### src/design/rv_pkg.sv
package rv_pkg;

  typedef logic [31:0] xlen_t;
  typedef logic [31:0] addr_t;
  typedef logic [4:0]  reg_idx_t;

  localparam int          NUM_REGS = 32;
  localparam logic [31:0] NOP_WORD = 32'h0000_0013;  // addi x0, x0, 0.

  // instruction formats, msb first.
  typedef struct packed {
    logic [6:0] funct7;
    reg_idx_t   rs2;
    reg_idx_t   rs1;
    logic [2:0] funct3;
    reg_idx_t   rd;
    logic [6:0] opcode;
  } r_fmt_t;

  typedef struct packed {
    logic [11:0] imm12;
    reg_idx_t    rs1;
    logic [2:0]  funct3;
    reg_idx_t    rd;
    logic [6:0]  opcode;
  } i_fmt_t;

  typedef struct packed {
    logic       imm12;
    logic [5:0] imm10_5;
    reg_idx_t   rs2;
    reg_idx_t   rs1;
    logic [2:0] funct3;
    logic [3:0] imm4_1;
    logic       imm11;
    logic [6:0] opcode;
  } b_fmt_t;

  // lui takes the same upper 20 bits.
  typedef struct packed {
    logic       imm20;
    logic [9:0] imm10_1;
    logic       imm11;
    logic [7:0] imm19_12;
    reg_idx_t   rd;
    logic [6:0] opcode;
  } j_fmt_t;

  typedef union packed {
    r_fmt_t r;
    i_fmt_t i;
    b_fmt_t b;
    j_fmt_t j;
  } instr_u;

  typedef enum logic [6:0] {
    OPC_OP     = 7'b0110011,
    OPC_OP_IMM = 7'b0010011,
    OPC_LUI    = 7'b0110111,
    OPC_BRANCH = 7'b1100011,
    OPC_JAL    = 7'b1101111
  } opcode_e;

  typedef enum logic [3:0] {
    ALU_ADD, ALU_SUB, ALU_AND, ALU_OR, ALU_XOR, ALU_SLL,
    ALU_SRL, ALU_SRA, ALU_SLT, ALU_SLTU, ALU_PASS_B
  } alu_op_e;

  typedef enum logic [2:0] {
    BR_NONE, BR_EQ, BR_NE, BR_LT, BR_GE, BR_LTU, BR_GEU, BR_ALWAYS
  } branch_e;

  typedef enum logic {SRC_B_RS2, SRC_B_IMM} alu_src_b_e;
  typedef enum logic {RES_ALU, RES_PC_PLUS4} result_src_e;
  typedef enum logic {FWD_REG, FWD_RESULT} fwd_sel_e;

  typedef struct packed {
    logic        valid;
    addr_t       pc;
    reg_idx_t    rd;
    reg_idx_t    rs1;
    reg_idx_t    rs2;
    xlen_t       rd1;
    xlen_t       rd2;
    xlen_t       imm_ext;
    alu_op_e     alu_op;
    alu_src_b_e  alu_src_b;
    branch_e     branch;
    result_src_e result_src;
    logic        reg_write;
  } id_to_ex_t;

  typedef struct packed {
    logic        valid;
    reg_idx_t    rd;
    logic        reg_write;
    result_src_e result_src;
    xlen_t       alu_result;
    addr_t       pc_plus4;
  } ex_to_res_t;

  typedef struct packed {
    logic     we;
    reg_idx_t rd;
    xlen_t    data;
  } wb_port_t;

endpackage

### src/design/alu.sv
`timescale 1ns/1ps

module alu
  ( input  rv_pkg::xlen_t   a
  , input  rv_pkg::xlen_t   b
  , input  rv_pkg::alu_op_e alu_op
  , output rv_pkg::xlen_t   result
  , output logic            zero
  );

  logic [4:0] shamt;

  assign shamt = b[4:0];  // shifts only see the low bits.

  always_comb begin
    case (alu_op)
      rv_pkg::ALU_ADD:    result = a + b;
      rv_pkg::ALU_SUB:    result = a - b;
      rv_pkg::ALU_AND:    result = a & b;
      rv_pkg::ALU_OR:     result = a | b;
      rv_pkg::ALU_XOR:    result = a ^ b;
      rv_pkg::ALU_SLL:    result = a << shamt;
      rv_pkg::ALU_SRL:    result = a >> shamt;
      rv_pkg::ALU_SRA:    result = $signed(a) >>> shamt;
      rv_pkg::ALU_SLT:    result = {31'b0, $signed(a) < $signed(b)};
      rv_pkg::ALU_SLTU:   result = {31'b0, a < b};
      rv_pkg::ALU_PASS_B: result = b;  // lui.
      default:            result = '0;
    endcase
  end

  // used by beq and bne after a subtract.
  assign zero = (result == '0);

endmodule

### src/design/decode_stage.sv
`timescale 1ns/1ps

module decode_stage
  ( input  logic              clk
  , input  logic              rst
  , input  logic              instr_valid
  , input  rv_pkg::instr_u    instr
  , input  rv_pkg::addr_t     pc
  , output rv_pkg::reg_idx_t  rs1
  , output rv_pkg::reg_idx_t  rs2
  , input  rv_pkg::xlen_t     rd1
  , input  rv_pkg::xlen_t     rd2
  , output rv_pkg::id_to_ex_t id_to_ex
  );

  rv_pkg::instr_u    word;
  rv_pkg::opcode_e   opcode;
  rv_pkg::id_to_ex_t id_d;

  // funct3 to alu op, alt picks sub or sra.
  function automatic rv_pkg::alu_op_e arith_op(logic [2:0] funct3, logic alt);
    case (funct3)
      3'b000: begin
        if (alt) return rv_pkg::ALU_SUB;
        return rv_pkg::ALU_ADD;
      end
      3'b001: return rv_pkg::ALU_SLL;
      3'b010: return rv_pkg::ALU_SLT;
      3'b011: return rv_pkg::ALU_SLTU;
      3'b100: return rv_pkg::ALU_XOR;
      3'b101: begin
        if (alt) return rv_pkg::ALU_SRA;
        return rv_pkg::ALU_SRL;
      end
      3'b110: return rv_pkg::ALU_OR;
      default: return rv_pkg::ALU_AND;
    endcase
  endfunction

  function automatic rv_pkg::branch_e branch_kind(logic [2:0] funct3);
    case (funct3)
      3'b000: return rv_pkg::BR_EQ;
      3'b001: return rv_pkg::BR_NE;
      3'b100: return rv_pkg::BR_LT;
      3'b101: return rv_pkg::BR_GE;
      3'b110: return rv_pkg::BR_LTU;
      3'b111: return rv_pkg::BR_GEU;
      default: return rv_pkg::BR_NONE;  // reserved funct3.
    endcase
  endfunction

  // idle slots decode as a nop.
  assign word   = instr_valid ? instr : rv_pkg::NOP_WORD;
  assign opcode = rv_pkg::opcode_e'(word.r.opcode);
  assign rs1    = word.r.rs1;
  assign rs2    = word.r.rs2;

  always_comb begin
    id_d            = '0;
    id_d.valid      = instr_valid;
    id_d.pc         = pc;
    id_d.rd         = word.r.rd;
    id_d.rs1        = word.r.rs1;
    id_d.rs2        = word.r.rs2;
    id_d.rd1        = rd1;
    id_d.rd2        = rd2;
    id_d.alu_op     = rv_pkg::ALU_ADD;
    id_d.alu_src_b  = rv_pkg::SRC_B_RS2;
    id_d.branch     = rv_pkg::BR_NONE;
    id_d.result_src = rv_pkg::RES_ALU;
    case (opcode)
      rv_pkg::OPC_OP: begin
        id_d.alu_op    = arith_op(word.r.funct3, word.r.funct7[5]);
        id_d.reg_write = 1'b1;
      end
      rv_pkg::OPC_OP_IMM: begin
        id_d.imm_ext   = {{20{word.i.imm12[11]}}, word.i.imm12};
        // only srai uses bit 30; addi has no subtract form.
        id_d.alu_op    = arith_op(word.i.funct3, word.r.funct7[5] && word.i.funct3 == 3'b101);
        id_d.alu_src_b = rv_pkg::SRC_B_IMM;
        id_d.reg_write = 1'b1;
      end
      rv_pkg::OPC_LUI: begin
        id_d.imm_ext   = {word.j.imm20, word.j.imm10_1, word.j.imm11, word.j.imm19_12, 12'b0};
        id_d.alu_op    = rv_pkg::ALU_PASS_B;
        id_d.alu_src_b = rv_pkg::SRC_B_IMM;
        id_d.reg_write = 1'b1;
      end
      rv_pkg::OPC_BRANCH: begin
        id_d.imm_ext = {{20{word.b.imm12}}, word.b.imm11, word.b.imm10_5, word.b.imm4_1, 1'b0};
        id_d.branch  = branch_kind(word.b.funct3);
        case (id_d.branch)
          rv_pkg::BR_LT, rv_pkg::BR_GE:   id_d.alu_op = rv_pkg::ALU_SLT;
          rv_pkg::BR_LTU, rv_pkg::BR_GEU: id_d.alu_op = rv_pkg::ALU_SLTU;
          default:                        id_d.alu_op = rv_pkg::ALU_SUB;
        endcase
      end
      rv_pkg::OPC_JAL: begin
        id_d.imm_ext    = {{12{word.j.imm20}}, word.j.imm19_12, word.j.imm11,
                           word.j.imm10_1, 1'b0};
        id_d.branch     = rv_pkg::BR_ALWAYS;
        id_d.result_src = rv_pkg::RES_PC_PLUS4;  // link address.
        id_d.reg_write  = 1'b1;
      end
      default: ;  // unsupported, no write and no branch.
    endcase
  end

  always_ff @(posedge clk) begin
    if (rst) begin
      id_to_ex.valid     <= 1'b0;
      id_to_ex.reg_write <= 1'b0;
      id_to_ex.branch    <= rv_pkg::BR_NONE;
    end else begin
      id_to_ex <= id_d;
    end
  end

  a_valid_known: assert property (@(posedge clk) disable iff (rst) !$isunknown(id_to_ex.valid));

endmodule

### src/design/execute_stage.sv
`timescale 1ns/1ps

module execute_stage
  ( input  logic               clk
  , input  logic               rst
  , input  rv_pkg::id_to_ex_t  id_to_ex
  , input  rv_pkg::wb_port_t   wb
  , output logic               br_taken
  , output rv_pkg::addr_t      br_target
  , output rv_pkg::ex_to_res_t ex_to_res
  );

  rv_pkg::fwd_sel_e   fwd_a;
  rv_pkg::fwd_sel_e   fwd_b;
  rv_pkg::xlen_t      src_a;
  rv_pkg::xlen_t      rs2_val;
  rv_pkg::xlen_t      src_b;
  rv_pkg::xlen_t      alu_result;
  logic               alu_zero;
  logic               cond;
  rv_pkg::ex_to_res_t ex_d;

  // the result register is the only bypass source.
  function automatic rv_pkg::fwd_sel_e fwd_select(rv_pkg::reg_idx_t rs, rv_pkg::wb_port_t port);
    if (port.we && port.rd == rs && rs != '0) return rv_pkg::FWD_RESULT;
    return rv_pkg::FWD_REG;
  endfunction

  assign fwd_a = fwd_select(id_to_ex.rs1, wb);
  assign fwd_b = fwd_select(id_to_ex.rs2, wb);

  always_comb begin
    case (fwd_a)
      rv_pkg::FWD_RESULT: src_a = wb.data;
      default:            src_a = id_to_ex.rd1;
    endcase
    case (fwd_b)
      rv_pkg::FWD_RESULT: rs2_val = wb.data;
      default:            rs2_val = id_to_ex.rd2;
    endcase
    case (id_to_ex.alu_src_b)
      rv_pkg::SRC_B_IMM: src_b = id_to_ex.imm_ext;
      default:           src_b = rs2_val;
    endcase
  end

  alu i_alu
    ( .a      ( src_a           )
    , .b      ( src_b           )
    , .alu_op ( id_to_ex.alu_op )
    , .result ( alu_result      )
    , .zero   ( alu_zero        )
    );

  // compares reuse the alu with sub for eq/ne and slt(u) for the rest.
  always_comb begin
    case (id_to_ex.branch)
      rv_pkg::BR_EQ:                 cond = alu_zero;
      rv_pkg::BR_NE:                 cond = !alu_zero;
      rv_pkg::BR_LT, rv_pkg::BR_LTU: cond = alu_result[0];
      rv_pkg::BR_GE, rv_pkg::BR_GEU: cond = !alu_result[0];
      rv_pkg::BR_ALWAYS:             cond = 1'b1;
      default:                       cond = 1'b0;
    endcase
  end

  assign br_taken  = id_to_ex.valid && cond;
  assign br_target = id_to_ex.pc + id_to_ex.imm_ext;

  always_comb begin
    ex_d.valid      = id_to_ex.valid;
    ex_d.rd         = id_to_ex.rd;
    ex_d.reg_write  = id_to_ex.reg_write;
    ex_d.result_src = id_to_ex.result_src;
    ex_d.alu_result = alu_result;
    ex_d.pc_plus4   = id_to_ex.pc + 32'd4;
  end

  always_ff @(posedge clk) begin
    if (rst) begin
      ex_to_res.valid     <= 1'b0;
      ex_to_res.reg_write <= 1'b0;
    end else begin
      ex_to_res <= ex_d;
    end
  end

  // a reported redirect always carries a usable target.
  a_br_target_known: assert property (@(posedge clk) disable iff (rst)
    br_taken |-> !$isunknown(br_target));

endmodule

### src/design/int_pipe_top.sv
`timescale 1ns/1ps

module int_pipe_top
  ( input  logic             clk
  , input  logic             rst
  , input  logic             instr_valid
  , input  rv_pkg::instr_u   instr
  , input  rv_pkg::addr_t    pc
  , output logic             wb_valid
  , output rv_pkg::reg_idx_t wb_rd
  , output rv_pkg::xlen_t    wb_data
  , output logic             br_taken
  , output rv_pkg::addr_t    br_target
  );

  rv_pkg::reg_idx_t   rs1;
  rv_pkg::reg_idx_t   rs2;
  rv_pkg::xlen_t      rd1;
  rv_pkg::xlen_t      rd2;
  rv_pkg::id_to_ex_t  id_to_ex;
  rv_pkg::ex_to_res_t ex_to_res;
  rv_pkg::wb_port_t   wb;  // write-back and forwarding source.

  reg_file i_reg_file
    ( .clk ( clk )
    , .rst ( rst )
    , .rs1 ( rs1 )
    , .rs2 ( rs2 )
    , .rd1 ( rd1 )
    , .rd2 ( rd2 )
    , .wb  ( wb  )
    );

  decode_stage i_decode
    ( .clk         ( clk         )
    , .rst         ( rst         )
    , .instr_valid ( instr_valid )
    , .instr       ( instr       )
    , .pc          ( pc          )
    , .rs1         ( rs1         )
    , .rs2         ( rs2         )
    , .rd1         ( rd1         )
    , .rd2         ( rd2         )
    , .id_to_ex    ( id_to_ex    )
    );

  execute_stage i_execute
    ( .clk       ( clk       )
    , .rst       ( rst       )
    , .id_to_ex  ( id_to_ex  )
    , .wb        ( wb        )
    , .br_taken  ( br_taken  )
    , .br_target ( br_target )
    , .ex_to_res ( ex_to_res )
    );

  result_stage i_result
    ( .ex_to_res ( ex_to_res )
    , .wb        ( wb        )
    , .wb_valid  ( wb_valid  )
    , .wb_rd     ( wb_rd     )
    , .wb_data   ( wb_data   )
    );

endmodule

### src/design/reg_file.sv
`timescale 1ns/1ps

module reg_file
  ( input  logic             clk
  , input  logic             rst
  , input  rv_pkg::reg_idx_t rs1
  , input  rv_pkg::reg_idx_t rs2
  , output rv_pkg::xlen_t    rd1
  , output rv_pkg::xlen_t    rd2
  , input  rv_pkg::wb_port_t wb
  );

  rv_pkg::xlen_t regs [rv_pkg::NUM_REGS];

  // write-through so a reader two behind sees the new value.
  function automatic rv_pkg::xlen_t read_port(rv_pkg::reg_idx_t idx);
    if (idx == '0) return '0;
    if (wb.we && wb.rd == idx) return wb.data;
    return regs[idx];
  endfunction

  always_ff @(posedge clk) begin
    if (rst) begin
      for (int i = 0; i < rv_pkg::NUM_REGS; i++) begin
        regs[i] <= '0;
      end
    end else if (wb.we) begin
      regs[wb.rd] <= wb.data;
    end
  end

  assign rd1 = read_port(rs1);
  assign rd2 = read_port(rs2);

  // result stage must never ask for a write to x0.
  a_no_x0_write: assert property (@(posedge clk) disable iff (rst) wb.we |-> wb.rd != '0);
  a_x0_zero: assert property (@(posedge clk) disable iff (rst) regs[0] == '0);

endmodule

### src/design/result_stage.sv
`timescale 1ns/1ps

module result_stage
  ( input  rv_pkg::ex_to_res_t ex_to_res
  , output rv_pkg::wb_port_t   wb
  , output logic               wb_valid
  , output rv_pkg::reg_idx_t   wb_rd
  , output rv_pkg::xlen_t      wb_data
  );

  logic rd_nonzero;

  assign rd_nonzero = (ex_to_res.rd != '0);

  always_comb begin
    // x0 targets and non-writing ops drop out here.
    wb.we = ex_to_res.valid && ex_to_res.reg_write && rd_nonzero;
    wb.rd = ex_to_res.rd;
    case (ex_to_res.result_src)
      rv_pkg::RES_PC_PLUS4: wb.data = ex_to_res.pc_plus4;  // jal link.
      default:              wb.data = ex_to_res.alu_result;
    endcase
  end

  // same value goes to the top ports.
  assign wb_valid = wb.we;
  assign wb_rd    = wb.rd;
  assign wb_data  = wb.data;

endmodule

### config.mk
export PLATFORM = sky130hd
export DESIGN_NAME = int_pipe_top
export DESIGN_NICKNAME = d
export VERILOG_FILES = /design/src/design/rv_pkg.sv /design/src/design/alu.sv /design/src/design/decode_stage.sv /design/src/design/execute_stage.sv /design/src/design/int_pipe_top.sv /design/src/design/reg_file.sv /design/src/design/result_stage.sv
export SDC_FILE = /design/constraint.sdc
export NUM_CORES = 2
export LEC_CHECK = 0
export ABC_AREA = 1
export BUFFER_PORTS_ARGS = -buffer_cell sky130_fd_sc_hd__buf_2
export CAP_MARGIN = 20
export CORE_MARGIN = 4
export CORE_UTILIZATION = 45
export CTS_CLUSTER_DIAMETER = 100
export DETAILED_ROUTE_END_ITERATION = 8
export REMOVE_ABC_BUFFERS = 1
export SLEW_MARGIN = 10
export SYNTH_ARGS = -nofsm -noshare
export SYNTH_HDL_FRONTEND = slang
export SYNTH_HIERARCHICAL = 1
export SYNTH_SLANG_ARGS = --single-unit
### constraint.sdc
create_clock -name clk -period 6.55 [get_ports clk]
set_clock_uncertainty 0.15 [all_clocks]
set_input_delay 1.965 -clock clk [delete_from_list [all_inputs] [get_ports clk]]
set_output_delay 1.965 -clock clk [all_outputs]
set_load 0.01 [all_outputs]
# After elaboration in Yosys (flattened, before gate mapping)
# Memory sizes are Yosys's and may differ from the RTL's.
# Index checks and enable logic that the tools add are counted.
[word_totals]
regBits = 226
mem_bits_rw = 1024
in_bits = 67
out_inout_bits = 71
elab_cells = 160
memories = 1
[classes]
n_addsub = 4
n_lt_le_gt_ge = 2
eq_ne = 37
shift = 3
mux = 64
bitwise_logic = 3
reduce_logical = 27
[memory_table]
columns = ["memory", "depth", "word_bits", "read_ports", "rd_ports_with_merged_regs", "write_ports", "line", "text"]
rows = [
  ["i_reg_file.regs", 32, 32, 2, 0, 32, "reg_file.sv:13", "rv_pkg::xlen_t regs [rv_pkg::NUM_REGS];"],
]
[ops]
columns = ["cell", "n"]
rows = [
  ["$mux W32", 14],
  ["$pmux W32 S11", 1],
  ["$pmux W32 S4", 1],
  ["$add A32 B32 Y32", 2],
  ["$lt A32 B32 Y1", 2],
  ["$pmux W4 S7", 2],
  ["$eq A3 B3 Y1 const B", 11],
  ["$add A32 B3 Y32 const B", 1],
  ["$and A32 B32 Y32", 1],
  ["$logic_not A32 Y1", 1],
  ["$mux W4", 8],
  ["$or A32 B32 Y32", 1],
  ["$reduce_or A32 Y1", 1],
  ["$shl A32 B5 Y32", 1],
  ["$shr A32 B5 Y32", 1],
  ["$sshr A32 B5 Y32", 1],
  ["$sub A32 B32 Y32", 1],
  ["$xor A32 B32 Y32", 1],
  ["$mux W1", 31],
  ["$eq A5 B5 Y1", 4],
  ["$pmux W3 S6", 1],
  ["$eq A4 B3 Y1 const B", 4],
  ["$pmux W4 S4", 1],
  ["$eq A3 B2 Y1 const B", 5],
  ["other kinds (20)", 43],
]

# Logic depth before layout (Yosys ltp)
[logic_depth]
ltp_word = 14
ltp_mapped = 42
depth_no_buf = 38

# Cells and area by module
# The synthesis kept the hierarchy.
[by_module_without_submodules]
columns = ["mod", "instances", "cells_each", "area_per_inst_um2", "seq_area_each_um2"]
rows = [
  ["reg_file", 1, 7448, 58255.9, 30749.5],
  ["alu", 1, 2294, 10849.2, 0.0],
  ["execute_stage", 1, 1059, 6861.6, 2142.1],
  ["decode_stage", 1, 390, 5729.2, 4574.4],
  ["result_stage", 1, 154, 967.2, 0.0],
]

# Worst setup path after synthesis
# No wires, ideal clock.
[synth_path]
path_type = "register to output"
from = "register i_execute/ex_to_res[69] (netlist name)"
to = "output port br_taken"
arrival_ns = 4.289
slack_ns = 0.146
stages_incl_launch_ff = 40
n_path_buf = 5
cell_sequence = "edfxtp_1 -> nor2_1 -> nand3_1 -> nand2_1 -> inv_1 -> buf_4 -> nand2_1 -> nor2_2 -> nand3_2 -> nor2_4 -> buf_6 -> nand2_1 -> nand3_1 -> nand2_1 -> buf_2 -> inv_2 -> clkbuf_1 -> ha_1 -> [... 4 more ...] -> nand2_1 -> nand2_1 -> nand2_1 -> nand2_1 -> nand3_1 -> nand2_1 -> nor2_1 -> nor2_1 -> nand2_1 -> nor2_1 -> nand2_1 -> nor2_1 -> nand2_1 -> nor2_2 -> o21ai_0 -> a31oi_1 -> o21ai_0 -> a21oi_1"
[synth_via]
elab_chain_len = 14
word_cells_on_any_way = 31
cone_classes = "2 x add/sub; 2 x order compare; 2 x eq/ne; 3 x shift; 9 x mux; 3 x bitwise; 10 x reduce/logical"
[synth_lines]
columns = ["element", "line", "text"]
rows = [
  ["$reduce_bool A5 Y1 (*)", "result_stage.sv:13", "assign rd_nonzero = (ex_to_res.rd != '0);"],
  ["$logic_and A1 B1 Y1 (*)", "result_stage.sv:17", "wb.we = ex_to_res.valid && ex_to_res.reg_write && rd_nonzero;"],
  ["via wb_valid", "int_pipe_top.sv:9", ", output logic wb_valid"],
  ["$logic_and A1 B1 Y1 (*) (2 in series)", "execute_stage.sv:25", "if (port.we && port.rd == rs && rs != '0) return rv_pkg::FWD_RESULT;"],
  ["$mux W1 (*)", "execute_stage.sv:25", ""],
  ["$mux W1 (*)", "execute_stage.sv:26", "return rv_pkg::FWD_REG;"],
  ["$mux W32 (*)", "execute_stage.sv:37", "case (fwd_b)"],
  ["$mux W32 (*)", "execute_stage.sv:41", "case (id_to_ex.alu_src_b)"],
  ["via i_execute.src_b[3]", "execute_stage.sv:17", "rv_pkg::xlen_t src_b;"],
  ["$lt A32 B32 Y1 (tied with other cells)", "alu.sv:26", "rv_pkg::ALU_SLTU: result = {31'b0, a < b};"],
  ["$pmux W32 S11 (*)", "alu.sv:16", "case (alu_op)"],
  ["via i_execute.alu_result[0]", "execute_stage.sv:18", "rv_pkg::xlen_t alu_result;"],
  ["$logic_not A32 Y1 (*)", "alu.sv:33", "assign zero = (result == '0);"],
  ["via i_execute.alu_zero", "execute_stage.sv:19", "logic alu_zero;"],
  ["$logic_not A1 Y1", "execute_stage.sv:59", "rv_pkg::BR_NE: cond = !alu_zero;"],
  ["$pmux W1 S5 (*)", "execute_stage.sv:57", "case (id_to_ex.branch)"],
  ["$logic_and A1 B1 Y1 (*)", "execute_stage.sv:67", "assign br_taken = id_to_ex.valid && cond;"],
  ["end: declaration", "int_pipe_top.sv:12", ", output logic br_taken"],
]
# The timed path passes the listed nets; every way through them passes the cells marked *.

# Worst setup path in the final report
[layout_path]
from = "register i_execute/ex_to_res[69] (netlist name)"
to = "output port br_taken"
[layout_via]
word_cells_on_any_way = 31
cone_classes = "2 x add/sub; 2 x order compare; 2 x eq/ne; 3 x shift; 9 x mux; 3 x bitwise; 10 x reduce/logical"
[layout_rtl]
columns = ["element", "line", "text"]
rows = [
  ["$reduce_bool A5 Y1", "result_stage.sv:13", ""],
  ["$logic_and A1 B1 Y1", "result_stage.sv:17", ""],
  ["$logic_and A1 B1 Y1 (*) (2 in series)", "execute_stage.sv:25", ""],
  ["$mux W1 (*)", "execute_stage.sv:25", ""],
  ["$mux W1 (*)", "execute_stage.sv:26", ""],
  ["$mux W32 (*)", "execute_stage.sv:33", "case (fwd_a)"],
  ["via i_execute.src_a[1]", "execute_stage.sv:15", "rv_pkg::xlen_t src_a;"],
  ["$sub A32 B32 Y32 (tied with other cells)", "alu.sv:18", "rv_pkg::ALU_SUB: result = a - b;"],
  ["$pmux W32 S11 (*)", "alu.sv:16", ""],
  ["via i_execute.alu_result[4]", "execute_stage.sv:18", ""],
  ["$logic_not A32 Y1 (*)", "alu.sv:33", ""],
  ["via i_execute.alu_zero", "execute_stage.sv:19", ""],
  ["$logic_not A1 Y1", "execute_stage.sv:59", ""],
  ["$pmux W1 S5 (*)", "execute_stage.sv:57", ""],
  ["$logic_and A1 B1 Y1 (*)", "execute_stage.sv:67", ""],
]
# Marked as above.

==> out/results.tsv <==
stage	metric	value	unit
routing	Vias/cell	5.87	
layout	final net count	11917	
layout	sequential cell area	0.0375	mm²
worst_hold_path	Min-Delay Path Class	reg -> reg	
cts	Clk Latency, worst-skew pair	0.84	ns
sta	Final Hold Fails	0	
setup_path	CP Class	reg -> out	
run	max-cap viol count	0	
place	port bufs	137	
power	Leak	43.8	nW
layout	most frequent cells in the layout	nand2_1 (3030), nor2_1 (1576), nand3_1 (1535)	
synthesis	post-synthesis sequential area ratio	0.453	
floorplanning	core area	0.183	mm²
setup_path	origin of the critical flop-to-flop path	i_execute/ex_to_res[69]	
place	RePlAce Congestion	1.07	
synthesis	share of the synthesized area in the top cell type	0.452	
sta	Final min period	7.57	ns
worst_hold_path	hold_sp	i_decode/id_to_ex[118]	
floorplanning	# IOs	138	
routing	via total after detailed routing	84004	
routing	WL final	392000	µm
routing	Pre-antenna DRT Iters	7	
setup_path	crit path capture type	output pin	
floorplanning	starting density of the core	0.452	
floorplanning	Site Rows	157	
place	Final HPWL DP	270000	µm
cts	CTS tree	yes	
global_route	Congestion Overflow GR	0	
cts	worst-case clock buffer depth	3	
cts	H-tree levels	4	
setup_path	worst endpoint data arrival time	5.45	ns
global_route	global-route wire length before repair	549000	µm
routing	routed len/inst	27.4	µm
layout	fraction of layout cells with a size suffix above 1	0.169	
synthesis	Avg Synthesized Cell Area	7.29	µm²
sta	Slew Limit Fails	0	
sta	PnR worst setup slack	-1.02	ns
sta	Min Hold Slack	0.269	ns
cts	Root Buffer	clkbuf_16	
cts	Num CTS Buffers	145	
worst_hold_path	end point of the worst hold path	i_execute/ex_to_res[68]	
synthesis	ys async rst share	0	
setup_path	Worst EP required	4.43	ns
power	Max VDD drop	0.248	mV
floorplanning	Die Wd	437	µm
worst_hold_path	Hold Path Stages	0	
setup_path	reg2reg end	i_execute/ex_to_res[62]	
sta	# setup viols final	1	
global_route	initial antenna violation count	25	
routing	antenna viol nets, final	0	
setup_path	critical-path maximum fanout	8	
layout	final core utilization	0.533	
layout	synthesis-to-layout area growth	18.0	%
sta	Worst-Margin Slew	1.15	ns
sta	RSZ-0062 raised after global routing	yes	
layout	commonest non-fill, non-tap cell in the layout	nand2_1	
sta	slew margin rel.	0.233	
status	failing checks	setup timing	
synthesis	cell taking the most area after synthesis	edfxtp_1	
synthesis	post-synth cell types	55	
cts	clock slew at reported path FFs	0.06	ns
synthesis	Cells after Synth	11345	
setup_path	R2R Setup Slk	2.43	ns
routing	DRC viols	0	
sta	final worst-path cycle share	1.16	
status	status	finished, violations left	
sta	Max Fclk	132	MHz
synthesis	ys flop type	edfxtp_1	
synthesis	top post-synthesis cells by area	edfxtp_1 (45%), nand2_1 (15%), nand3_1 (9.6%)	
routing	initial DRC count	12159	
synthesis	Yosys reg bits	1250	
floorplanning	die area	0.191	mm²
synthesis	Post-Syn Area	0.0827	mm²
cts	# clock sinks	1250	
setup_path	reg2reg path depth	24	
global_route	total global-route track usage	0.396	
power	PD cells	252	mW/mm²
synthesis	number of flops mapped to enable cells by yosys	1243	
layout	Filler cells	17452	
global_route	largest net degree at the start of global routing	155	
global_route	vias in the first global route	77024	
layout	footprint of the multi-input gates	0.0387	mm²
setup_path	Setup crit start kind	register	
synthesis	Yosys Warn Count	6	
floorplanning	Die Height	437	µm
-- sequential cells by signal (all words and copies together), names as in the netlist --
| name | count |
|---|---|
| i_reg_file/regs | 1024 |
| i_execute/ex_to_res | 72 |
| i_decode/id_to_ex | 154 |
-- cells by family after synthesis --
| group | after synthesis | synth area share |
|---|---|---|
| and+or+nand+nor | 6715 | 0.339 |
| xor gates and xnor gates | 52 | 0.00560 |
| AOI/OAI and AO/OA | 1114 | 0.0765 |
| DFF | 1250 | 0.453 |
| buffers and inverters | 2078 | 0.105 |
| adders and majority gates | 136 | 0.0209 |
-- metrics by stage --
step | power [mW] | instances | worst slack [ns] | setup TNS [ns] | cell area [µm²]
after global routing | 25.4 | 14290 | -1.18 | -1.18 | 97500
after floorplan | 12.7 | 10521 | -16.05 | -992.33 | 78700
after global placement | 15.8 | 13955 | -0.868 | -0.868 | 89600
final | 24.6 | 14303 | -1.02 | -1.02 | 97600
after detailed placement | 15.8 | 13966 | -0.850 | -0.850 | 89800
after CTS | 24.1 | 14255 | -0.912 | -0.912 | 96100
-- Yosys cell counts (67+ instances only) --
cell and number:
o21ai_1 68, inv_1 1219, clkbuf_1 398, o211ai_1 199
nand2_1 3211, nor2_1 1658, buf_1 67, ha_1 133
nand3_1 1587, edfxtp_1 1243, o21ai_0 403, buf_2 252
a21oi_1 342, buf_4 73
-- power by group --
part	switching [mW]	internal, mW	total (mW)
Clock	3.45	4.68	8.13
Sequential	0.218	9.18	9.40
Combinational	4.79	2.27	7.06
Total	8.46	16.1	24.6
-- worst max-delay path, stage by stage (launching register included) --
cell,delay [ns]
edfxtp_1,0.41
buf_6,0.16
xor2_2,0.15
nor3_4,0.25
nand3_4,0.10
buf_12,0.17
buf_4,0.15
o21ai_4,0.29
inv_4,0.09
fa_2,0.46
nor2_2,0.15
nand2_1,0.07
nand3_2,0.09
buf_4,0.11
buf_4,0.12
xor2_1,0.14
o211a_1,0.16
nand2_2,0.13
nor2_1,0.15
nand2_1,0.12
nor2_1,0.15
nand2_2,0.10
nor2_4,0.25
o21ai_1,0.11
a31oi_1,0.15
o21ai_1,0.09
a21oi_2,0.16
buf_2,0.16
-- timing repair --
action / in CTS / in global routing
gates cloned: 9 / 3
hold buffers: 0 / 0
setup endpoints to repair: 1 / 1
pin swaps: 40 / 112
hold endpoints to repair: 0 / 0
resized for setup: 305 / 354
buffers inserted: 22 / 32
-- worst max path at each step --
| stage | start | end | slack (ns) | cells after the start |
|---|---|---|---|---|
| 3_5_place_dp | i_execute/ex_to_res[69] | br_taken | -0.85 | 29 |
| 6_report | i_execute/ex_to_res[69] | br_taken | -1.02 | 27 |
| 3_3_place_gp | i_execute/ex_to_res[69] | br_taken | -0.87 | 29 |
| 5_1_grt | i_execute/ex_to_res[67] | br_taken | -1.18 | 33 |
| 4_1_cts | i_execute/ex_to_res[68] | br_taken | -0.91 | 32 |
| 2_1_floorplan | instr[15] | i_decode/id_to_ex[105] | -16.05 | 6 |
-- layout make-up --
type | count | share of cell area
antenna | 13 | 0.000333
clock buffer | 182 | 0.0406
clock inverter | 77 | 0.00719
inverter | 1254 | 0.0493
multi-input combinational | 8018 | 0.396
sequential | 1250 | 0.384
tap | 2464 | 0.0316
timing repair buffer | 1045 | 0.0906
-- per-layer routing --
| metal | track usage | up-vias | part of all wire |
|---|---|---|---|
| li1 | - | 37490 | - |
| met2 | 0.570 | 5493 | 0.41 |
| met4 | 0.257 | 6 | 0.078 |
| met5 | 0 | - | 0.00011 |
| met1 | 0.526 | 39889 | 0.39 |
| met3 | 0.106 | 1126 | 0.12 |
Power figures use the tool's default switching activity.
